## config.mk

```make
export PLATFORM = sky130hd
export DESIGN_NAME = ext_mem_bridge
export DESIGN_NICKNAME = d
export VERILOG_FILES = /design/src/hdl/soc_bus_pkg.sv /design/src/hdl/ext_mem_bridge.sv
export SDC_FILE = /design/constraint.sdc
export NUM_CORES = 1
export LEC_CHECK = 0
export ABC_AREA = 1
export BUFFER_PORTS_ARGS = -buffer_cell sky130_fd_sc_hd__buf_2
export CORE_UTILIZATION = 25
export DETAILED_ROUTE_END_ITERATION = 7
export GPL_TIMING_DRIVEN = 0
export MAX_ROUTING_LAYER = met4
export PLACE_DENSITY = 0.67
export SLEW_MARGIN = 20
export SYNTH_ARGS = -nofsm -noshare
export SYNTH_HDL_FRONTEND = slang
export SYNTH_SLANG_ARGS = --single-unit
```

## constraint.sdc

```tcl
create_clock -name clk_i -period 2.8 [get_ports clk_i]
set_input_delay 0.14 -clock clk_i [delete_from_list [all_inputs] [get_ports clk_i]]
set_output_delay 0.14 -clock clk_i [all_outputs]
set_load 0.01 [all_outputs]
```

## src/hdl/soc_bus_pkg.sv

```systemverilog
package soc_bus_pkg;

   // native bus request, a read when wstrb is all zero
   typedef struct packed {
      logic        avalid;
      logic [31:0] addr;
      logic [31:0] wdata;
      logic [3:0]  wstrb;
   } iob_req_t;

   // native bus response
   typedef struct packed {
      logic [31:0] rdata;
      logic        rvalid;
      logic        ready;
   } iob_resp_t;

   // external memory port, strobe held until acknowledge
   typedef struct packed {
      logic        en;
      logic        we;
      logic [31:0] addr;
      logic [31:0] wdata;
      logic [3:0]  wstrb;
   } ext_req_t;

   // timer register word offsets
   localparam logic [1:0] TMR_CTRL = 2'd0;
   localparam logic [1:0] TMR_CMP  = 2'd1;
   localparam logic [1:0] TMR_CNT  = 2'd2;

endpackage

```

## src/hdl/ext_mem_bridge.sv

```systemverilog
`timescale 1ns/1ps

module ext_mem_bridge import soc_bus_pkg::*; #(
   parameter int ADDR_W = 16
) (
   input  logic        clk_i,
   input  logic        reset_i,
   input  iob_req_t    req_i,
   output iob_resp_t   resp_o,
   output ext_req_t    ext_o,
   input  logic        ext_ack_i,
   input  logic [31:0] ext_rdata_i
);

   typedef enum logic {IDLE, BUSY} state_t;

   state_t      state;
   logic        accept;
   logic        we_q;
   logic [31:0] addr_q;
   logic [31:0] wdata_q;
   logic [3:0]  wstrb_q;
   logic [31:0] rdata_q;
   logic        rvalid_q;

   assign accept = req_i.avalid && (state == IDLE);

   // controller, busy from accept until the acknowledge
   always_ff @(posedge clk_i) begin
      if (reset_i) begin
         state    <= IDLE;
         rvalid_q <= 1'b0;
      end else begin
         rvalid_q <= 1'b0;
         if (state == IDLE && accept) begin
            state <= BUSY;
         end else if (state == BUSY && ext_ack_i) begin
            state    <= IDLE;
            rvalid_q <= !we_q;
         end
      end
   end

   // request capture, dbus select bit cleared on the way out
   always_ff @(posedge clk_i) begin
      if (accept) begin
         we_q    <= (req_i.wstrb != 4'b0000);
         addr_q  <= 32'(req_i.addr[ADDR_W-2:0]);
         wdata_q <= req_i.wdata;
         wstrb_q <= req_i.wstrb;
      end
      if (state == BUSY && ext_ack_i) begin
         rdata_q <= ext_rdata_i;
      end
   end

   always_comb begin
      ext_o.en      = (state == BUSY);
      ext_o.we      = we_q;
      ext_o.addr    = addr_q;
      ext_o.wdata   = wdata_q;
      ext_o.wstrb   = wstrb_q;
      resp_o.ready  = (state == IDLE);
      resp_o.rvalid = rvalid_q;
      resp_o.rdata  = rdata_q;
   end

endmodule

```

# Yosys cells after proc, flatten, opt, wreduce, memory -nomap -nowiden
# Index checks and enable logic that the tools add are counted.
# word_totals
ff_bits	86
inputBits	104
out_inout_bits	104
wordCells	18
# op_classes
muxes	2
bitwise_logic	2
reduce_logical	7
# ops
operator	count
4-bit nonzero test	1
1-bit logical AND	3
3-bit OR reduction	1
1-bit 2-to-1 mux	2
1-bit inverter	2
2-bit nonzero test	1
1-bit logical NOT	1

# Logic depth before layout (Yosys ltp)
# depth
word_depth	4
ltp_mapped	3
ltp_nobuf	3

# Worst setup path before layout
# No wires, ideal clock.
# synth_path
path_kind	register -> register
start	reg state
end	reg addr_q[0] (enable)
setup_ns	0.463
arrival_ns	2.539
required_ns	2.337
path_slack_ns	-0.202
stages_incl_launch_ff	2
path_buffers	0
synth_period_minus_slack_ns	3.002
path_cell_list	dfxtp_1 nor2_1
# synth_via
elab_chain_len	2
# synth_rtl
element	line	text
start: declaration	ext_mem_bridge.sv:17	state_t state;
start signal: assignment	ext_mem_bridge.sv:31	state <= IDLE;
start signal: assignment	ext_mem_bridge.sv:36	state <= BUSY;
start signal: assignment	ext_mem_bridge.sv:38	state <= IDLE;
1-bit inverter	ext_mem_bridge.sv:26	assign accept = req_i.avalid && (state == IDLE);
1-bit logical AND	ext_mem_bridge.sv:26	
named net accept	ext_mem_bridge.sv:18	logic accept;
end signal: assignment	ext_mem_bridge.sv:48	addr_q <= 32'(req_i.addr[ADDR_W-2:0]);
end: declaration	ext_mem_bridge.sv:20	logic [31:0] addr_q;
# The timed path passes the listed nets, and every way through them passes these cells.
# A chain may end at the register's enable or synchronous reset.

# Worst setup path in the final report
# layout_path
start	reg state
end	reg wdata_q[7] (enable)
# layout_via
elab_chain_len	2
# layout_rtl
element	line	text
1-bit inverter	ext_mem_bridge.sv:26	
1-bit logical AND	ext_mem_bridge.sv:26	
named net accept	ext_mem_bridge.sv:18	
end signal: assignment	ext_mem_bridge.sv:49	wdata_q <= req_i.wdata;
end: declaration	ext_mem_bridge.sv:21	logic [31:0] wdata_q;
# The timed path passes the listed nets, and every way through them passes these cells.

==> flow_summary_export.csv <==
group,metric,value,unit
pwr,powerDensity,551,nW/µm²
clock_tree,clockRootBuffer,"clkbuf_8",
cells_and_area,nets,510,
outcome,status,"finished, final reports clean",
synthesis,ys_top_cells_by_area,"edfxtp_1, buf_4, dfxtp_1",
sta,setup_viol,0,
sta,slew_headroom,46.9,%
synthesis,yosysTopAreaCell,"edfxtp_1",
clock_tree,clock_sinks,86,
synthesis,synth.distinct_cells,9,
die,initial_utilization,25.6,%
critical_path,worstRegToRegCells,2,
critical_path,rr_endpoint,"wdata_q[7]$_DFFE_PP_",
cells_and_area,diodes,0,
critical_path,rrSetupSlack,1180,ps
critical_path,cp-start-kind,"flop",
critical_path,required,2850,ps
pwr,irDropWorstVdd,0.257,mV
drt,postRouteAntennaNets,0,
sta,final-max-slew-violation-count,0,
critical_path,cpLargestDelayFamily,"simple AND/OR/NAND/NOR gates",
clock_tree,htreeDepth,3,
synthesis,synth-seq-cells,86,
synthesis,synth_edf_count,84,
sta,clock-skew-final,9.46,ps
clock_tree,clk_pin_slew,80,ps
synthesis,yosysWarningCount,0,
cells_and_area,final_util,45.6,%
grt,grtUsageMet3,3.51,%
critical_path,max_stage_delay,650,ps
cells_and_area,drive_gt1_share,51.8,%
drt,drt_wl_total,7.00,mm
drt,drcViolationCount,0,
clock_tree,post-cts-setup-buffers,0,
critical_path,crit_path_end_kind,"flop",
sta,tns,0,ps
sta,max_freq,618,MHz
sta,max_slew.worst_pin.slew,794,ps
critical_path,path_class,"reg2reg",
critical_path,critPathMaxFanout,28,
critical_path,path_cells,"nor2_4 -> buf_12",
sta,period_share,57.8,%
grt,use_met1,12.2,%
placed_design,dpl.hpwl,4.62,mm
grt,grt_use_met2,22.6,%
sta,min_period,1620,ps
drt,dr.pass1.iters,4,
synthesis,synthArstFlopShare,0,%
placed_design,gp_routability_congestion,0.685,
clock_tree,clk_path_buf_depth,2,
critical_path,endpoint,"wdata_q[7]$_DFFE_PP_",
synthesis,synth_ff_type,"edfxtp_1",
grt,grt_pass1_vias,2125,
sta,rsz0062_at_grt,"false",
critical_path,rr_startpoint,"state$_SDFFE_PP0P_",
sta,hold_slack,37.4,ps
clock_tree,cts_made_buffers,9,
critical_path,cpMaxStageDelayCell,"nor2_4",
die,rows,38,
grt,busiest_layer,"met2",
pwr,leakage,2.16,nW
synthesis,synthCells,122,
clock_tree,clk_latency,350,ps
die,core,10800,µm²
grt,grt_overflow,0,
cells_and_area,syn2layout_area_growth,77.9,%
critical_path,worst-path-stages,2,
synthesis,synth_top_cell_area_share,90.8,%
critical_path,crit_buf_inv,1,
drt,vias_per_cell,3.70,
synthesis,yosys-top-cells-count,"edfxtp_1, buf_4, inv_1, nor2_1, nand2_1",
synthesis,synth_most_common_cell,"edfxtp_1",
die,die_w,107,µm
placed_design,post_dp_cell_area,3910,µm²
synthesis,synth_area_per_cell,22.8,µm²
grt,antenna_found_initial,0,
die,die-height,107,µm
worst_hold_path,hp-start,"req_i[68]",
critical_path,critPathLaunch,"state$_SDFFE_PP0P_",
die,dieArea,11500,µm²
drt,wl_per_cell,12.7,µm
drt,num_vias,2039,
grt,grtUsageTotal,12.6,%
grt,grt_first_pass_wirelength,10.1,mm
synthesis,ys_seq_area_share,92.3,%
cells_and_area,fin_area,4940,µm²
drt,drtIter0Drc,62,
sta,hold_viol,0,
synthesis,synth_area,2780,µm²
grt,grt_max_degree,33,
die,io_pins,208,
clock_tree,cts_tree,"done",
placed_design,io_buffers,173,
worst_hold_path,hp-class,"in2reg",
flow_run,maxCapViolCount,0,
critical_path,crit_arrival,1670,ps
==> routing by layer <==
metal | wire length, µm | share of wire, % | vias to the layer above
met4 | 103 | 1.5 | 0
li1 | - | - | 980
met2 | 3740 | 53 | 120
met5 | 0 | 0 | -
met3 | 565 | 8.1 | 6
met1 | 2590 | 37 | 933
==> placed cells by master (no fill, tap or decap) <==
master	count
buf_2	173
edfxtp_1	84
dlygate4sd3_1	83
buf_4	20
conb_1	17
clkbuf_8	9
inv_1	4
nor2_1	4
nand2_1	3
inv_6	3
dfxtp_1	2
nor2_4	1
nand2_2	1
inv_2	1
nor2_2	1
clkinv_1	1
bufinv_16	1
inv_8	1
clkinv_4	1
buf_12	1
==> worst min path at each step <==
| stage | end | slack [ps] | cells after the start |
|---|---|---|---|
| CTS | state$_SDFFE_PP0P_ | 7 | 3 |
| detailed placement | wdata_q[19]$_DFFE_PP_ | 320 | 1 |
| global route | state$_SDFFE_PP0P_ | 20 | 3 |
| floorplan | addr_q[0]$_DFFE_PP_ | 240 | 0 |
| finish | state$_SDFFE_PP0P_ | 40 | 3 |
| global placement | wdata_q[2]$_DFFE_PP_ | 320 | 1 |
==> per-stage QoR <==
stage	total power [W]	instances	worst slack, ps
6_report	0.00272	551	1180
2_1_floorplan	0.00163	138	663
4_1_cts	0.00276	551	962
5_1_grt	0.00284	551	1040
3_5_place_dp	0.00177	452	971
3_3_place_gp	0.00175	451	58.3
==> timing repair <==
item | CTS | global route
endpoints found under the hold margin | 83 | 0
resized for setup | 0 | 0
hold buffers | 83 | 0
==> final cells by class <==
cell class | instances | area [µm²]
Inverter | 5 | 18.8
Clock inverter | 7 | 80.1
Buffer | 20 | 150
Timing Repair Buffer | 257 | 1720
Fill cell | 968 | 5900
Multi-Input combinational cell | 27 | 114
Sequential cell | 86 | 2560
Tap cell | 140 | 175
Clock buffer | 9 | 124
==> worst min-delay path, stage by stage <==
cell    delay [ps]
buf_2           90
nor2_1          40
nor2_1          80
==> where the power goes <==
| group | switching [W] | internal [W] |
|---|---|---|
| registers | 0.0000177 | 0.00149 |
| logic | 0.000140 | 0.000180 |
| clock network | 0.000466 | 0.000427 |
| total | 0.000624 | 0.00210 |
==> flip-flops by register name (all words and copies together) (netlist names) <==
name and flops:
rvalid_q 1, rdata_q 32, we_q 1, addr_q 15
state 1, wdata_q 32, wstrb_q 4
==> kinds of logic after synthesis <==
family / count (synthesis) / share of synthesized area, %
other cells: 1 / 0.135
flops: 86 / 92.3
simple gates: 10 / 1.53
buf+inv: 25 / 6.08
Power figures use the tool's default switching activity.
