===== config.mk =====
export PLATFORM = sky130hd
export DESIGN_NAME = timer_periph
export DESIGN_NICKNAME = d
export VERILOG_FILES = /design/src/hdl/soc_bus_pkg.sv /design/src/hdl/timer_periph.sv
export SDC_FILE = /design/constraint.sdc
export NUM_CORES = 1
export LEC_CHECK = 0
export ABC_AREA = 1
export BUFFER_PORTS_ARGS = -buffer_cell sky130_fd_sc_hd__buf_2
export CAP_MARGIN = 20
export CORE_MARGIN = 1
export CORE_UTILIZATION = 51
export CTS_BUF_LIST = sky130_fd_sc_hd__clkbuf_8
export DETAILED_ROUTE_END_ITERATION = 10
export PLACE_DENSITY = 0.81
export SLEW_MARGIN = 10
export SYNTH_ARGS = -nofsm -noshare
export SYNTH_HDL_FRONTEND = slang
export SYNTH_SLANG_ARGS = --single-unit

===== constraint.sdc =====
create_clock -name clk_i -period 2.9 [get_ports clk_i]
set_input_delay 0.58 -clock clk_i [delete_from_list [all_inputs] [get_ports clk_i]]
set_output_delay 0.58 -clock clk_i [all_outputs]
set_load 0.05 [all_outputs]

===== src/hdl/soc_bus_pkg.sv =====
package soc_bus_pkg;

   // native bus request, a read when wstrb is all zero
   typedef struct packed {
      logic        avalid;
      logic [31:0] addr;
      logic [31:0] wdata;
      logic [3:0]  wstrb;
   } iob_req_t;

   // native bus response
   typedef struct packed {
      logic [31:0] rdata;
      logic        rvalid;
      logic        ready;
   } iob_resp_t;

   // external memory port, strobe held until acknowledge
   typedef struct packed {
      logic        en;
      logic        we;
      logic [31:0] addr;
      logic [31:0] wdata;
      logic [3:0]  wstrb;
   } ext_req_t;

   // timer register word offsets
   localparam logic [1:0] TMR_CTRL = 2'd0;
   localparam logic [1:0] TMR_CMP  = 2'd1;
   localparam logic [1:0] TMR_CNT  = 2'd2;

endpackage


===== src/hdl/timer_periph.sv =====
`timescale 1ns/1ps

module timer_periph import soc_bus_pkg::*; (
   input  logic      clk_i,
   input  logic      reset_i,
   input  iob_req_t  req_i,
   output iob_resp_t resp_o,
   output logic      irq_o
);

   logic [1:0]  offset;
   logic        wr_en;
   logic        rd_en;
   logic        enable;
   logic [31:0] cmp;
   logic [31:0] cnt;
   logic [31:0] rdata_q;
   logic        rvalid_q;

   // register select by word offset
   assign offset = req_i.addr[3:2];
   assign wr_en  = req_i.avalid && (req_i.wstrb != 4'b0000);
   assign rd_en  = req_i.avalid && (req_i.wstrb == 4'b0000);

   always_ff @(posedge clk_i) begin
      if (reset_i) begin
         enable   <= 1'b0;
         cmp      <= '0;
         cnt      <= '0;
         rvalid_q <= 1'b0;
      end else begin
         rvalid_q <= rd_en;
         if (enable) begin
            cnt <= cnt + 32'd1;
         end
         // a ctrl write restarts the count
         if (wr_en && offset == TMR_CTRL) begin
            enable <= req_i.wdata[0];
            cnt    <= '0;
         end
         if (wr_en && offset == TMR_CMP) begin
            cmp <= req_i.wdata;
         end
      end
   end

   // read data path
   always_ff @(posedge clk_i) begin
      if (rd_en) begin
         case (offset)
            TMR_CTRL: rdata_q <= {31'b0, enable};
            TMR_CMP:  rdata_q <= cmp;
            TMR_CNT:  rdata_q <= cnt;
            default:  rdata_q <= '0;
         endcase
      end
   end

   // level interrupt, follows the enable
   assign irq_o = enable && (cnt >= cmp);

   always_comb begin
      resp_o.ready  = 1'b1;
      resp_o.rvalid = rvalid_q;
      resp_o.rdata  = rdata_q;
   end

endmodule


; ---- Word level (Yosys, flattened, before mapping)
; Index checks and enable logic that the tools add are counted.
[word_totals]
reg_bits = 98
wordCells = 19
[op_classes]
n_lt_le_gt_ge = 1
n_reduce_logical = 9
mux = 1
addsub = 1
eq_ne = 2
[ops]
columns = op, n
row1 = 32-bit one-hot mux with 3 select lines, 1
row2 = 32-bit by 1-bit adder with 32-bit output (second input constant), 1
row3 = 32-bit >= comparator, 1
row4 = 1-bit logical AND, 5
row5 = 4-bit logical NOT, 1
row6 = 4-bit nonzero test, 1
row7 = 2-bit by 1-bit equality test with 1-bit output (second input constant), 1
row8 = 2-bit equality test (second input constant), 1
row9 = 2-bit logical NOT, 1
row10 = 2-bit OR reduction, 1

; ---- Depth between registers and ports, before layout
[depth]
word_depth = 4
mapped_depth = 13
ltp_nobuf = 13

; ---- Worst setup path before layout
; OpenSTA, ideal clock, no wires.
[synth_path]
path_kind = input to register
startpoint = input req_i[3] (netlist name)
endpoint = register rdata_q[0], enable pin
setup_time_ns = 0.421
setup_slack_ns = 0.354
cell_stages = 3
t_arrival_ns = 2.125
path_cell_list = nor2_1 -> nand2_1 -> nor2_1
[synth_via]
elab_chain_len = 2
[synth_lines]
columns = element, line
row1 = "start, declared", timer_periph.sv:6  ; input iob_req_t req_i,
row2 = 4-bit logical NOT, timer_periph.sv:23  ; assign rd_en = req_i.avalid && (req_i.wstrb == 4'b0000);
row3 = 1-bit logical AND, timer_periph.sv:23
row4 = via rd_en, timer_periph.sv:13  ; logic rd_en;
row5 = "end signal, assigned", timer_periph.sv:51  ; TMR_CTRL: rdata_q <= {31'b0, enable};
row6 = "end signal, assigned", timer_periph.sv:52  ; TMR_CMP: rdata_q <= cmp;
row7 = "end signal, assigned", timer_periph.sv:53  ; TMR_CNT: rdata_q <= cnt;
row8 = "end, declared", timer_periph.sv:17  ; logic [31:0] rdata_q;
; The timed path passes the listed nets, and every way through them passes these cells.
; A chain may end at the register's enable or synchronous reset.

; ---- Worst setup path after layout
[layout_path]
startpoint = register cnt[31]
endpoint = output irq_o
[layout_via]
elab_chain_len = 2
[layout_lines]
columns = element, line
row1 = "start, declared", timer_periph.sv:16  ; logic [31:0] cnt;
row2 = "start signal, assigned", timer_periph.sv:34  ; cnt <= cnt + 32'd1;
row3 = 32-bit >= comparator, timer_periph.sv:60  ; assign irq_o = enable && (cnt >= cmp);
row4 = 1-bit logical AND, timer_periph.sv:60
row5 = "end, declared", timer_periph.sv:8  ; output logic irq_o
; No other way between the ends.

==> qor.csv <==
stage,metric,value,unit
outcome,status,"complete, no violations",
min_path,hold_class,input pin to flip-flop,
drt,routed-wl-met3,456,um
flow_run,drv_cap,0,
cts,cts_tree,built,
sta,clock_skew,9.77,ps
floorplan,core_area,9370,um2
logic_synthesis,synth_area,5020,um2
drt,dr.pass1.iters,5,
cts,cts_root_buf,clkbuf_8,
sta,fin_tns_setup,0,ps
logic_synthesis,synth_flop_cell,dfxtp_1,
drt,wl_met2,5.64,mm
drt,drc,0,
logic_synthesis,synth_seq_cells,98,
sta,grt_setup_unrepaired,false,
logic_synthesis,synth.most_common_cell,nand2_1,
logic_synthesis,netlist.area_leader.share,26.3,%
placement,place_congestion,0.849,
drt,ant_nets,0,
critical_path,path_class,flip-flop to output port,
logic_synthesis,synth-edff-count,32,
cts,cts-buffers-inserted,9,
power_and_ir_drop,intPower,1820,uW
logic_synthesis,syn_inst,625,
cts,clk_path_buf_depth,2,
final_layout,fill_cells,840,
logic_synthesis,ys_top_cells_by_count,"106 x nand2_1, 84 x inv_1, 66 x dfxtp_1",
global_route,grt_overflow,0,
floorplan,die_area,10200,um2
cts,holdBufCountCts,0,
final_layout,drive_gt1_share,17.8,%
power_and_ir_drop,swShare,26.1,%
logic_synthesis,yosysWarningCount,0,
power_and_ir_drop,p_comb_share,9.6,%
critical_path,crit_chain,"ha_1, nand2_1, nor2_1, nand4_1, a21oi_1, nor2_1, a21oi_2, buf_4",
critical_path,path_buf_inv,1,
power_and_ir_drop,seqPwrFrac,58.8,%
drt,drtIter0Drc,194,
drt,routed.top_layer,met4,
drt,met1_length,5.42,mm
cts,worstSkewPairLatency,370,ps
sta,max_slew.worst_pin.slew,536,ps
placement,dp_hpwl,8.70,mm
critical_path,slowest_stage,dfxtp_1,
logic_synthesis,synth_cell_types,32,
global_route,grt_pass1_vias,4257,
critical_path,cpMostUsedCell,nor2_1,
critical_path,cp.arrival,2110,ps
sta,period_share,92.7,%
logic_synthesis,synth.top_cells.by_area,"dfxtp_1 26%, edfxtp_1 19%, ha_1 8.2%, nand2_1 7.9%, a21oi_1 6.5%",
power_and_ir_drop,clock_power_share,31.6,%
sta,hold_viol_final,0,
final_layout,areaGrowthSynthToFinish,14.0,%
drt,num_vias,4368,
drt,avgRoutedWirePerCell,14.1,um
placement,numPortBuffers,74,
cts,ctsResizeCount,0,
floorplan,initial_core_util,53.6,%
global_route,grt_start_max_net_pins,65,
critical_path,worstPathMaxFanout,4,
floorplan,fp.dieH,101,um
power_and_ir_drop,ir_drop,220,uV
sta,setup_violations,0,
drt,vias_per_cell,5.25,
final_layout,diodes,0,
sta,drv_slew,0,
critical_path,crit_path_start_kind,flip-flop,
logic_synthesis,syn_area_per_cell,8.03,um2
cts,cts_sinks,98,
cts,cts_setup_buffers,0,
cts,htreeDepth,3,
floorplan,die_w,101,um
power_and_ir_drop,switchingPower,644,uW
sta,min_period,2690,ps
final_layout,final_area,5720,um2
floorplan,io_pins,106,
logic_synthesis,async_flop_share,0,%
power_and_ir_drop,power_density,431,nW/um2
critical_path,required,2320,ps
global_route,antenna_found_initial,0,
critical_path,crit_family,simple AND/OR/NAND/NOR gates,
final_layout,final_nets,802,
cts,clk_pin_slew,90,ps
critical_path,end_kind,output port,
logic_synthesis,yosysTopAreaCell,dfxtp_1,
floorplan,core.rowCount,35,
power_and_ir_drop,p_leak,0.00221,uW
critical_path,cp_slowest_stage_delay,360,ps
logic_synthesis,yosysSeqAreaShare,45.5,%
logic_synthesis,syn_nets,729,
placement,place_area,5550,um2
sta,relSlewSlack,64.3,%
global_route,grt_pass1_wl,19.3,mm
sta,fmax,372,MHz
drt,routed_wl,11.7,mm
global_route,grt_usage,24.1,%
## path summary, 6_finish.rpt
check | from | endpoint | slack, ps | cells after the start
max reg2reg | cnt[1]$_SDFFE_PP0P_ | cnt[24]$_SDFFE_PP0P_ | 1100 | 7
min | reset_i | rvalid_q$_SDFF_PP0_ | 390 | 2
min reg2reg | cmp[1]$_SDFFE_PP0P_ | cmp[1]$_SDFFE_PP0P_ | 480 | 2
max | cnt[31]$_SDFFE_PP0P_ | irq_o | 210 | 8
## per-layer routing
layer,GRT usage (%),vias to the layer above
met4,7.80,0
li1,-,2223
met1,30.7,1997
met5,0,-
met3,4.28,23
met2,41.5,125
## sequential cells by signal, indices dropped and copies added (netlist names)
name / flops
enable: 1
cmp: 32
rdata_q: 32
rvalid_q: 1
cnt: 32
## kinds of logic after synthesis
group	count (synthesis)	synth area share [%]
AND/OR/NAND/NOR	230	21.0
AO/OA/AOI/OAI	146	15.4
buffers and inverters	108	8.30
flip-flops	98	45.5
adder cells (fa/ha/maj)	33	8.23
XOR/XNOR	9	1.57
other	1	0.0747
## cells in the final DEF, fill, tap and decap left out, types with 2 or more instances in the layout
master,n
a21oi_1,64
buf_2,73
buf_4,9
clkbuf_8,9
clkinv_2,2
clkinvlp_4,3
dfxtp_1,65
edfxtp_1,32
ha_1,33
inv_1,86
inv_2,3
nand2_1,106
nand2_2,5
nand3_1,25
nand3_2,2
nand4_1,10
nor2_1,53
nor2_2,6
nor2_4,3
nor3_1,10
nor3_2,4
nor3b_2,2
o21a_1,3
o21ai_0,55
o22ai_1,20
xor2_1,8
## cell type report
cell class	count	area (um2)	share of cell area, %
timing repair buffer	83	453	7.92
tap	129	161	2.82
sequential	98	2280	39.9
multi-input combinational	419	2330	40.8
clock inverter	7	40.0	0.700
inverter	87	327	5.71
clock buffer	9	124	2.17
## power by group through the flow
stage / clock network, uW / logic [uW] / registers, uW
finish: 780 / 236 / 1450
floorplan: 0 / 142 / 1490
global placement: 0 / 226 / 1480
global route: 847 / 266 / 1450
CTS: 793 / 236 / 1450
detailed placement: 0 / 234 / 1480
## through the flow
stage	hold slack [ps]	total power [uW]	instances	setup WS, ps	utilization (%)
finish	388	2470	832	212	61.0
global route	375	2570	832	4.21	61.0
CTS	382	2480	832	99.3	61.0
detailed placement	471	1720	816	509	59.2
global placement	463	1710	816	537	59.2
floorplan	448	1630	625	354	-
Note: power is estimated with default switching activity, not from simulation.
