[config.mk]
export PLATFORM = sky130hd
export DESIGN_NAME = iob_split
export DESIGN_NICKNAME = d
export VERILOG_FILES = /design/src/hdl/soc_bus_pkg.sv /design/src/hdl/iob_split.sv
export SDC_FILE = /design/constraint.sdc
export NUM_CORES = 1
export LEC_CHECK = 0
export BUFFER_PORTS_ARGS = -buffer_cell sky130_fd_sc_hd__buf_2
export CAP_MARGIN = 25
export CORE_AREA = 8 8 114 116
export DETAILED_ROUTE_END_ITERATION = 6
export DIE_AREA = 0 0 122 124
export PLACE_DENSITY_LB_ADDON = 0.1
export SYNTH_ARGS = -nofsm -noshare
export SYNTH_HDL_FRONTEND = slang
export SYNTH_SLANG_ARGS = --single-unit
[constraint.sdc]
create_clock -name clk_i -period 1.6 [get_ports clk_i]
set_input_delay 0.08 -clock clk_i [delete_from_list [all_inputs] [get_ports clk_i]]
set_output_delay 0.08 -clock clk_i [all_outputs]
set_load 0.05 [all_outputs]
[src/hdl/soc_bus_pkg.sv]
package soc_bus_pkg;

   // native bus request, a read when wstrb is all zero
   typedef struct packed {
      logic        avalid;
      logic [31:0] addr;
      logic [31:0] wdata;
      logic [3:0]  wstrb;
   } iob_req_t;

   // native bus response
   typedef struct packed {
      logic [31:0] rdata;
      logic        rvalid;
      logic        ready;
   } iob_resp_t;

   // external memory port, strobe held until acknowledge
   typedef struct packed {
      logic        en;
      logic        we;
      logic [31:0] addr;
      logic [31:0] wdata;
      logic [3:0]  wstrb;
   } ext_req_t;

   // timer register word offsets
   localparam logic [1:0] TMR_CTRL = 2'd0;
   localparam logic [1:0] TMR_CMP  = 2'd1;
   localparam logic [1:0] TMR_CNT  = 2'd2;

endpackage

[src/hdl/iob_split.sv]
`timescale 1ns/1ps

module iob_split import soc_bus_pkg::*; #(
   parameter int N_SLAVES = 2,
   parameter int P_SLAVES = 15
) (
   input  logic      clk_i,
   input  logic      reset_i,
   input  iob_req_t  m_req_i,
   output iob_resp_t m_resp_o,
   output iob_req_t  s_req_o [N_SLAVES],
   input  iob_resp_t s_resp_i [N_SLAVES]
);

   localparam int SEL_W = (N_SLAVES > 1) ? $clog2(N_SLAVES) : 1;

   logic [SEL_W-1:0] sel;
   logic [SEL_W-1:0] sel_q;
   logic             pending;
   logic             resp_ret;
   logic             free;
   logic             accept;

   // slave select taken from the top address bits of this level
   assign sel = m_req_i.addr[P_SLAVES -: SEL_W];

   // response of the outstanding read comes back this cycle
   assign resp_ret = pending && s_resp_i[sel_q].rvalid;
   assign free     = !pending || resp_ret;

   always_comb begin
      m_resp_o.ready  = free && s_resp_i[sel].ready;
      m_resp_o.rvalid = resp_ret;
      m_resp_o.rdata  = s_resp_i[sel_q].rdata;
   end

   // forward in the same cycle, avalid only to the chosen slave
   always_comb begin
      for (int k = 0; k < N_SLAVES; k++) begin
         s_req_o[k]        = m_req_i;
         s_req_o[k].avalid = m_req_i.avalid && free && (sel == SEL_W'(k));
      end
   end

   assign accept = m_req_i.avalid && m_resp_o.ready;

   // remember who owes us read data
   always_ff @(posedge clk_i) begin
      if (reset_i) begin
         pending <= 1'b0;
         sel_q   <= '0;
      end else if (accept && (m_req_i.wstrb == 4'b0000)) begin
         pending <= 1'b1;
         sel_q   <= sel;
      end else if (resp_ret) begin
         pending <= 1'b0;
      end
   end

endmodule

======== Word level (Yosys, flattened, before mapping) ========
Index checks and enable logic that the tools add are counted.
word-level totals
  word-level logic and storage cells ...... 26
  input bits .............................. 139
  register bits after elaboration ......... 2
operators by class
  magnitude comparators ................... 2
  bitwise gates (word level) .............. 3
  reductions and logical operators ........ 11
  muxes and demuxes ....................... 8
operators by type and width
  cell                                                      number
  34-bit two-way mux                                        3
  1-bit logical AND                                         7
  1-bit two-way mux                                         5
  2-bit greater-or-equal comparator, second input constant  2
  4-bit logical NOT                                         1
  1-bit NOT with 2-bit output                               2
  2-bit nonzero test                                        1
  1-bit logical NOT                                         1
  1-bit logical OR                                          1
  1-bit NOT                                                 1

======== Depth between registers and ports, before layout ========
Gate-level depths: netlist (run 1).
  depth after elaboration ................. 10
  depth in mapped cells ................... 4

======== Worst setup path before layout (run 1) ========
OpenSTA, ideal clock, no wires.
  path kind ............................... flip-flop to output port
  start ................................... reg sel_q
  end ..................................... out m_resp_o[0] (netlist name)
  data arrival time ....................... 1433 ps
  data required time ...................... 1520 ps
  stages on the path, launching flop included .. 4
  path slack .............................. 87 ps
  cells stage by stage .................... dfxtp_1 -> buf_2 -> mux2i_1 -> a21oi_1
RTL lines
  item                    RTL line         RTL
  from (decl)             iob_split.sv:18  logic [SEL_W-1:0] sel_q;
  from (signal assigned)  iob_split.sv:54  sel_q <= sel;
  to (decl)               iob_split.sv:10  output iob_resp_t m_resp_o,

==> results.py, run 1 <==
metrics = {
    "die": {
        "num_rows": 39,
        "die_area_um2": 15100,
        "start_util": 0.141,
        "die_x_um": 122,
        "core_area_um2": 11200,
        "die_y_um": 124,
        "ios": 311,
    },
    "hold_path": {
        "holdCritStartpoint": "reset_i",
        "hold_class": "input pin to flip-flop",
        "hold-path-endpoint": "pending",
        "whs_path_depth": 2,
    },
    "clock_network": {
        "cts_resized": 0,
        "post_cts_buffers": 0,
        "htreeDepth": 1,
        "cts.clk_slew.worst_paths_ps": 30,
        "cts.path.max_buffers": 2,
        "insertion_delay_ps": 220,
        "cts_buffers": 3,
        "clock-sinks": 2,
        "cts-root-buf": "clkbuf_16",
        "postCtsHoldBufs": 0,
        "cts_tree": "yes",
    },
    "critical_path": {
        "slowest_stage": "mux2_2",
        "critical_path_class": "flip-flop to output pin",
        "crit_arrival_ps": 1440,
        "reg2reg_from": "sel_q",
        "reg2reg_to": "sel_q",
        "slowest_delay_ps": 380,
        "cp-startpoint": "sel_q",
        "r2r_slack_ps": 320,
        "end_kind": "output pin",
        "crit_required_ps": 1520,
        "worstPathMaxFanout": 19,
        "ff2ff_path_depth": 4,
        "startpoint_type": "flip-flop",
        "crit_chain": "buf_4, mux2_2, buf_2",
    },
    "yosys": {
        "ys_seq_area_frac": 0.0254,
        "synth_edf_count": 0,
        "synth-simple-area-share": 0.0365,
        "synth_seq_cells": 2,
        "syn_area_per_cell_um2": 8.35,
        "synth_mux_area_frac": 0.247,
        "synth_cell_types": 16,
        "synthAdderAreaFrac": 0,
        "syn-num-nets": 328,
        "synth_flop_cell": "dfxtp_1",
        "netlist_area_um2": 1580,
        "synth_compound_area_frac": 0.0262,
        "yosys_warnings": 0,
        "synth_top_family_by_area": "buffers and inverters",
        "synth-xor-area-share": 0,
        "synthCells": 189,
        "synth-async-reset-ratio": 0,
    },
    "grt": {
        "grt_pass1_wl_um": 6820,
        "antenna_found_initial": 2,
        "grt_pass1_vias": 1122,
        "track_usage": 0.0593,
        "overflow": 0,
        "grt_max_degree": 20,
    },
    "final_layout": {
        "layout_common_cells": "121 x buf_2, 31 x mux2_2, 3 x mux2i_1, 3 x clkbuf_16, 3 x buf_4",
        "area.growth.synth_to_final_pct": -10.5,
        "final_common_cell": "buf_2",
        "final_cells": 318,
        "drive_gt1_frac": 0.926,
        "nets": 316,
        "insertedDiodeCount": 0,
    },
    "sta": {
        "hold-worst-slack_ps": 43.8,
        "fin_tns_setup_ps": 0,
        "drv_slew": 0,
        "setup_viol": 0,
        "clock.fmax_mhz": 660,
        "rsz0062_at_grt": "false",
        "tightest_slew_ps": 405,
        "fin_crit_ps": 1520,
        "fin_ws_ps": 84.8,
        "max_slew_margin": 0.722,
        "hold_viol": 0,
        "min_period_over_period": 0.947,
        "skew_ps": 0.925,
    },
    "place": {
        "place_ws_ps": 251,
        "hpwl_um": 4510,
        "place_congestion": 0.572,
        "numPortBuffers": 121,
        "dpl.cell_count": 315,
    },
    "power": {
        "power_density_nw_per_um2": 619,
        "max-vdd-ir-drop_uv": 402,
        "cellLeakagePower_nw": 0.698,
    },
    "job": {
        "maxCapViolCount": 0,
    },
    "drt": {
        "drt-initial-drc-count": 15,
        "drc": 0,
        "wire_per_inst_um": 15.9,
        "drt_pass1_iterations": 4,
        "num_vias": 1019,
        "ant_nets": 0,
        "via_per_inst": 3.20,
        "wl_um": 5060,
    },
    "run_status": {
        "status": "complete, no violations",
    },
}
[layer usage]
layer,global-route usage,up-vias,part of all wire
met4,0.0470,2,0.062
met5,0,-,0.0020
met3,0.0376,47,0.17
li1,-,446,-
met2,0.0987,97,0.48
met1,0.0505,427,0.29
[layout make-up]
cell class	instances	area (µm²)
clock buffer	3	75.1
timing repair buffer	124	628
fill	1300	9760
tap	143	179
multi-input combinational	46	489
sequential	2	41.3
[power breakdown]
part,switching (mW),internal [mW],leakage (nW)
clock,0.0582,0.318,0.0370
sequential,0.000566,0.0507,0.0166
combinational,0.300,0.147,0.645
total,0.358,0.516,0.698
[worst max-delay path by stage]
stage                     cells after the start  slack [ps]           to
after detailed placement                      4         250        sel_q
after floorplan                               3          90  m_resp_o[0]
final                                         3          80  m_resp_o[5]
after global placement                        4         260        sel_q
after CTS                                     3          50  m_resp_o[5]
after global routing                          3           7  m_resp_o[5]
[cell usage after synthesis, types with 2 or more instances]
| cell type | count | area, µm² |
|---|---|---|
| mux2_2 | 31 | 349 |
| dfxtp_1 | 2 | 40.0 |
| buf_4 | 137 | 1030 |
| mux2i_1 | 3 | 30.0 |
| buf_2 | 4 | 20.0 |
| nand2b_1 | 2 | 12.5 |
[worst max-delay path: cells and delay by family (launching register included)]
kind / cells / cell delay (ps)
mux: 1 / 380
buf+inv: 2 / 480
flops: 1 / 340
[cells by family (layout without fill, tap and decap cells)]
| kind of cell | Yosys count | in the layout |
|---|---|---|
| AO/OA/AOI/OAI | 3 | 3 |
| buffers and inverters | 141 | 127 |
| flip-flops | 2 | 2 |
| multiplexers | 35 | 35 |
| AND/OR/NAND/NOR | 8 | 8 |
[sequential cells by signal, indices dropped and copies added (netlist names)]
signal,flops
pending,1
sel_q,1
[metrics by stage]
step	power, mW	cell area (µm²)	utilization
2_1_floorplan	1.21	1580	-
3_3_place_gp	0.506	1340	0.120
3_5_place_dp	0.505	1340	0.120
4_1_cts	0.889	1410	0.126
5_1_grt	0.919	1410	0.126
6_report	0.874	1410	0.126
Power figures use the tool's default switching activity.
==> run 2: changes to the inputs <==
--- a/config.mk
+++ b/config.mk
@@ -5,12 +5,13 @@
 export SDC_FILE = /design/constraint.sdc
 export NUM_CORES = 1
 export LEC_CHECK = 0
+export ABC_AREA = 1
 export BUFFER_PORTS_ARGS = -buffer_cell sky130_fd_sc_hd__buf_2
 export CAP_MARGIN = 25
-export CORE_AREA = 8 8 114 116
+export CORE_AREA = 8 8 116 118
 export DETAILED_ROUTE_END_ITERATION = 6
-export DIE_AREA = 0 0 122 124
-export PLACE_DENSITY_LB_ADDON = 0.1
+export DIE_AREA = 0 0 124 126
+export PLACE_DENSITY = 0.51
 export SYNTH_ARGS = -nofsm -noshare
 export SYNTH_HDL_FRONTEND = slang
 export SYNTH_SLANG_ARGS = --single-unit
==> run 2 against run 1 <==
  * Non-clock buffer count stayed put
  * Sequential share of layout area is 0.16 points lower
  * Largest power group unchanged
  * First-iteration DRC count grew to 2.5 times the previous value
  * Via count is 28% higher
  * Critical endpoint is now m_resp_o[9]
  * Count of clock-buffer cells in the layout stayed put
  * Sequential power hardly changed
  * Clock skew hardly changed
  * Global-route usage is 0.31 points lower
  * Critical path type unchanged
  * Cell count is 26% higher
  * Final area is 2.7% higher
==> results.py, run 2 <==
metrics = {
    "critical_path": {
        "reg2reg_to": "sel_q",
        "crit_chain": "inv_4, buf_12, nand2_1, nand2_1, buf_2",
        "r2r_slack_ps": 490,
        "slowest_stage": "dfxtp_1",
        "reg2reg_from": "sel_q",
        "crit_required_ps": 1520,
        "critical_path_class": "flip-flop to output pin",
        "path_common_cell": "nand2_1",
        "cp-startpoint": "sel_q",
        "end_kind": "output pin",
        "critPathTopFamily": "buffers and inverters",
        "slowest_delay_ps": 360,
        "crit_arrival_ps": 1380,
        "startpoint_type": "flip-flop",
        "ff2ff_path_depth": 7,
        "crit_buf_inv": 3,
        "worstPathMaxFanout": 19,
    },
    "final_layout": {
        "fillers": 1416,
        "final_cells": 401,
        "area.growth.synth_to_final_pct": -10.5,
        "fin_area_um2": 1450,
        "insertedDiodeCount": 0,
        "nets": 395,
        "reg.largest.list": "pending (1), sel_q (1)",
        "layout_common_cells": "121 x buf_2, 104 x nand2_1, 7 x nor2_1",
        "final_common_cell": "buf_2",
        "drive_gt1_frac": 0.528,
    },
    "clock_network": {
        "post_cts_buffers": 0,
        "htreeDepth": 1,
        "cts.path.max_buffers": 2,
        "cts_buffers": 3,
        "cts_tree": "yes",
        "clock-sinks": 2,
        "cts_resized": 0,
        "postCtsHoldBufs": 0,
        "insertion_delay_ps": 220,
        "cts-root-buf": "clkbuf_16",
        "cts.clk_slew.worst_paths_ps": 30,
    },
    "die": {
        "core_area_um2": 11700,
        "ios": 311,
        "start_util": 0.138,
        "num_rows": 40,
        "die_x_um": 124,
        "die_y_um": 126,
        "die_area_um2": 15600,
    },
    "place": {
        "place_ws_ps": 331,
        "numPortBuffers": 121,
        "placed_area_um2": 1380,
        "dpl.cell_count": 398,
        "hpwl_um": 4230,
        "place_congestion": 0.714,
    },
    "yosys": {
        "synth-async-reset-ratio": 0,
        "synth_seq_cells": 2,
        "syn-num-nets": 410,
        "netlist_area_um2": 1620,
        "synth_flop_cell": "dfxtp_1",
        "synth_cell_types": 15,
        "synth_area_leaders": "buf_4 63%, nand2_1 24%, dfxtp_1 2.5%",
        "synth_area_leader_cell": "buf_4",
        "synthCells": 271,
        "syn_area_per_cell_um2": 5.98,
        "ys_seq_area_frac": 0.0247,
        "yosysTopAreaCellShare": 0.634,
        "synth_commonest_cells": "137 x buf_4, 104 x nand2_1, 7 x nor2_1",
        "synth_edf_count": 0,
        "synth.most_common_cell": "buf_4",
        "yosys_warnings": 0,
    },
    "sta": {
        "fin_ws_ps": 142,
        "hold_viol": 0,
        "tightest_slew_ps": 268,
        "fin_tns_setup_ps": 0,
        "max_slew_margin": 0.822,
        "skew_ps": 1.03,
        "drv_slew": 0,
        "clock.fmax_mhz": 686,
        "fin_crit_ps": 1460,
        "rsz0062_at_grt": "false",
        "min_period_over_period": 0.911,
        "setup_viol": 0,
    },
    "hold_path": {
        "hold-path-endpoint": "pending",
        "whs_path_depth": 2,
        "holdCritStartpoint": "reset_i",
        "hold_class": "input pin to flip-flop",
    },
    "drt": {
        "drt_pass1_iterations": 4,
        "num_vias": 1309,
        "wire_per_inst_um": 12.4,
        "via_per_inst": 3.26,
        "drt-initial-drc-count": 38,
        "wl_um": 4960,
        "drc": 0,
        "ant_nets": 0,
    },
    "grt": {
        "track_usage": 0.0562,
        "grt_pass1_vias": 1398,
        "grt_max_degree": 20,
        "antenna_found_initial": 1,
        "grt_pass1_wl_um": 6900,
        "overflow": 0,
    },
    "run_status": {
        "status": "complete, no violations",
    },
    "power": {
        "cellLeakagePower_nw": 0.895,
        "power_density_nw_per_um2": 615,
        "max-vdd-ir-drop_uv": 215,
        "power_mw": 0.892,
    },
    "job": {
        "maxCapViolCount": 0,
    },
}
run 2: cell types whose count changed after synthesis, sizes merged, moves of 2 or more:
cell	before	now
nor2	0	7
inv	0	6
buf	141	144
nand4	0	2
nand2b	2	0
mux2	32	0
mux2i	3	0
nand2	1	107
run 2: through the flow:
step | hold slack (ps) | utilization
3_5_place_dp | 160 | 0.118
2_1_floorplan | 142 | -
6_report | 38.4 | 0.124
5_1_grt | 49.9 | 0.124
4_1_cts | 37.2 | 0.124
3_3_place_gp | 160 | 0.118
run 2: final cells by class:
class                   instances  area (µm²)  share of cell area
multi-input cells             119         487               0.335
repair buffers                124         641               0.441
well taps                     147         184               0.127
inverters                       6        25.0              0.0172
clock buffers                   3        75.1              0.0517
flip-flops and latches          2        40.0              0.0276
run 2: cell families after synthesis:
group                  count (synthesis)  synth area share
flip-flops                             2            0.0247
AO/OA/AOI/OAI                          2            0.0100
AND/OR/NAND/NOR                      117             0.290
buffers and inverters                150             0.675
run 2: worst max-delay path by stage:
| stage | cells after the start | endpoint |
|---|---|---|
| finish | 5 | m_resp_o[9] |
| global placement | 4 | m_resp_o[3] |
| floorplan | 6 | s_req_o[137] |
| detailed placement | 4 | m_resp_o[9] |
| global route | 6 | s_req_o[68] |
| CTS | 4 | m_resp_o[9] |
run 2: where the power goes:
group	internal [mW]	switching [mW]	leakage (nW)
clock network	0.318	0.0544	0.0370
registers	0.0508	0.000725	0.0161
logic	0.135	0.334	0.842
run 2: routing by layer:
| layer | up-vias | global-route usage | part of all wire |
|---|---|---|---|
| li1 | 637 | - | - |
| met1 | 495 | 0.0480 | 0.32 |
| met2 | 119 | 0.0814 | 0.41 |
| met3 | 56 | 0.0402 | 0.18 |
| met4 | 2 | 0.0588 | 0.084 |
| met5 | - | 0 | 0.0026 |
==> run 3: changes to the inputs <==
==> config.mk (replaced) <==
export PLATFORM = sky130hd
export DESIGN_NAME = iob_split
export DESIGN_NICKNAME = d
export VERILOG_FILES = /design/src/hdl/soc_bus_pkg.sv /design/src/hdl/iob_split.sv
export SDC_FILE = /design/constraint.sdc
export NUM_CORES = 1
export LEC_CHECK = 0
export BUFFER_PORTS_ARGS = -buffer_cell sky130_fd_sc_hd__buf_2
export CAP_MARGIN = 25
export CORE_AREA = 8 8 114 116
export DETAILED_ROUTE_END_ITERATION = 6
export DIE_AREA = 0 0 122 124
export PLACE_DENSITY = 0.52
export SYNTH_ARGS = -nofsm -noshare
export SYNTH_HDL_FRONTEND = slang
export SYNTH_SLANG_ARGS = --single-unit
export TNS_END_PERCENT = 1
==> run 3 against run 2 <==
  * Core utilization up 0.27 points
  * Clock power increased by 1%
  * Non-clock buffer count fell by 1
  * Largest cell class unchanged
  * Final area down 2.5%
  * Count of clock-buffer cells in the layout unchanged
  * Cell count is 21% lower
  * Die area shrank 3.2%
  * Clock skew about the same
  * Combinational power shrank 4%
  * Critical path depth down 2
  * Maximum frequency down 2.8%
  * Sequential power about the same
  * Critical endpoint is now m_resp_o[7]
==> results.py, run 3 (synthesis gave the netlist of run 1 again) <==
metrics = {
    "clock_network": {
        "cts_tree": "yes",
        "cts_buffers": 3,
        "insertion_delay_ps": 220,
        "clock-sinks": 2,
        "htreeDepth": 1,
        "postCtsHoldBufs": 0,
        "cts-root-buf": "clkbuf_16",
        "cts.clk_slew.worst_paths_ps": 30,
        "cts.path.max_buffers": 2,
    },
    "drt": {
        "wl_um": 5380,
        "drt-initial-drc-count": 22,
        "ant_nets": 0,
        "drc": 0,
        "wire_per_inst_um": 16.9,
        "num_vias": 1014,
        "drt_pass1_iterations": 2,
        "via_per_inst": 3.19,
    },
    "power": {
        "p_switching_mw": 0.361,
        "clkPwrFrac": 0.428,
        "power_frac_comb": 0.513,
        "sequentialPowerShare": 0.058,
        "max-vdd-ir-drop_uv": 437,
        "power_density_nw_per_um2": 620,
        "cellLeakagePower_nw": 0.695,
        "netSwitchingFraction": 0.412,
        "p_int_mw": 0.516,
    },
    "final_layout": {
        "final_common_cell": "buf_2",
        "area.growth.synth_to_final_pct": -10.3,
        "reg.largest.list": "pending (1), sel_q (1)",
        "fin_area_um2": 1420,
        "layout.area.seq_um2": 41.3,
        "fillers": 1268,
        "drive_gt1_frac": 0.925,
        "nets": 315,
        "layout_common_cells": "121 x buf_2, 31 x mux2_2, 3 x mux2i_1, 3 x clkbuf_16, 2 x nand2b_1",
        "multiInputGateArea_um2": 489,
    },
    "place": {
        "place_congestion": 0.694,
        "hpwl_um": 4830,
        "numPortBuffers": 121,
        "placed_area_um2": 1330,
        "place_ws_ps": 165,
    },
    "critical_path": {
        "critical_path_class": "flip-flop to output pin",
        "r2r_slack_ps": 330,
        "worstPathMaxFanout": 33,
        "startpoint_type": "flip-flop",
        "crit_required_ps": 1520,
        "reg2reg_to": "sel_q",
        "ff2ff_path_depth": 4,
        "end_kind": "output pin",
        "reg2reg_from": "sel_q",
        "crit_arrival_ps": 1420,
    },
    "die": {
        "die_y_um": 124,
        "start_util": 0.141,
        "ios": 311,
        "die_x_um": 122,
        "num_rows": 39,
        "core_area_um2": 11200,
        "die_area_um2": 15100,
    },
    "grt": {
        "antenna_found_initial": 2,
        "grt_max_degree": 34,
        "track_usage": 0.0651,
        "grt_pass1_wl_um": 7360,
        "overflow": 0,
        "grt_pass1_vias": 1185,
    },
    "sta": {
        "fin_ws_ps": 99.0,
        "drv_slew": 0,
        "clock.fmax_mhz": 666,
        "setup_viol": 0,
        "rsz0062_at_grt": "false",
        "min_period_over_period": 0.938,
        "hold_viol": 0,
        "max_slew_margin": 0.648,
        "hold-worst-slack_ps": 49.1,
        "tightest_slew_ps": 514,
        "skew_ps": 0.765,
        "fin_crit_ps": 1500,
        "fin_tns_setup_ps": 0,
    },
    "hold_path": {
        "whs_path_depth": 2,
        "hold_class": "input pin to flip-flop",
        "hold-path-endpoint": "pending",
        "holdCritStartpoint": "reset_i",
    },
    "job": {
        "maxCapViolCount": 0,
    },
    "run_status": {
        "status": "complete, no violations",
    },
}
-- run 3: how the worst max path moves through the flow --
stage,depth (start not counted),slack [ps],endpoint,from
3_3_place_gp,3,210,m_resp_o[7],sel_q
5_1_grt,3,40,m_resp_o[7],sel_q
2_1_floorplan,3,90,m_resp_o[0],sel_q
4_1_cts,3,30,m_resp_o[7],sel_q
3_5_place_dp,3,160,m_resp_o[7],sel_q
6_report,3,100,m_resp_o[7],sel_q
-- run 3: timing repair --
action,4_1_cts,5_1_grt
endpoints found under the setup margin,32,1
setup buffers,0,0
gates resized for setup,1,1
endpoints found under the hold margin,0,0
-- run 3: layer usage --
metal / vias to the layer above / routed length (µm) / global-route usage
met1: 427 / 1730 / 0.0605
li1: 445 / - / -
met3: 53 / 779 / 0.0349
met5: - / 8 / 0
met2: 87 / 2550 / 0.104
met4: 2 / 323 / 0.0578
-- run 3: power groups by stage --
| stage | sequential, mW | clock [mW] | combinational (mW) |
|---|---|---|---|
| 2_1_floorplan | 0.0516 | 0 | 1.16 |
| 3_3_place_gp | 0.0517 | 0 | 0.455 |
| 3_5_place_dp | 0.0518 | 0 | 0.458 |
| 4_1_cts | 0.0512 | 0.385 | 0.459 |
| 5_1_grt | 0.0513 | 0.391 | 0.475 |
| 6_report | 0.0512 | 0.376 | 0.450 |
-- run 3: layout make-up --
class                           count  area share
Clock buffer                        3      0.0531
Sequential cell                     2      0.0292
Timing Repair Buffer              123       0.444
Antenna cell                        1     0.00177
Tap cell                          143       0.126
Multi-Input combinational cell     46       0.346
-- run 3: critical path, cell delays in order, from the launching register on --
cell	delay [ps]
dfxtp_2	340
buf_8	240
mux2_2	380
buf_2	210
-- run 3: metrics by stage --
step	utilization	cells	power (mW)
after floorplan	-	189	1.21
after global placement	0.119	314	0.506
after detailed placement	0.119	314	0.509
after CTS	0.126	317	0.896
after global routing	0.126	317	0.917
final	0.127	318	0.877
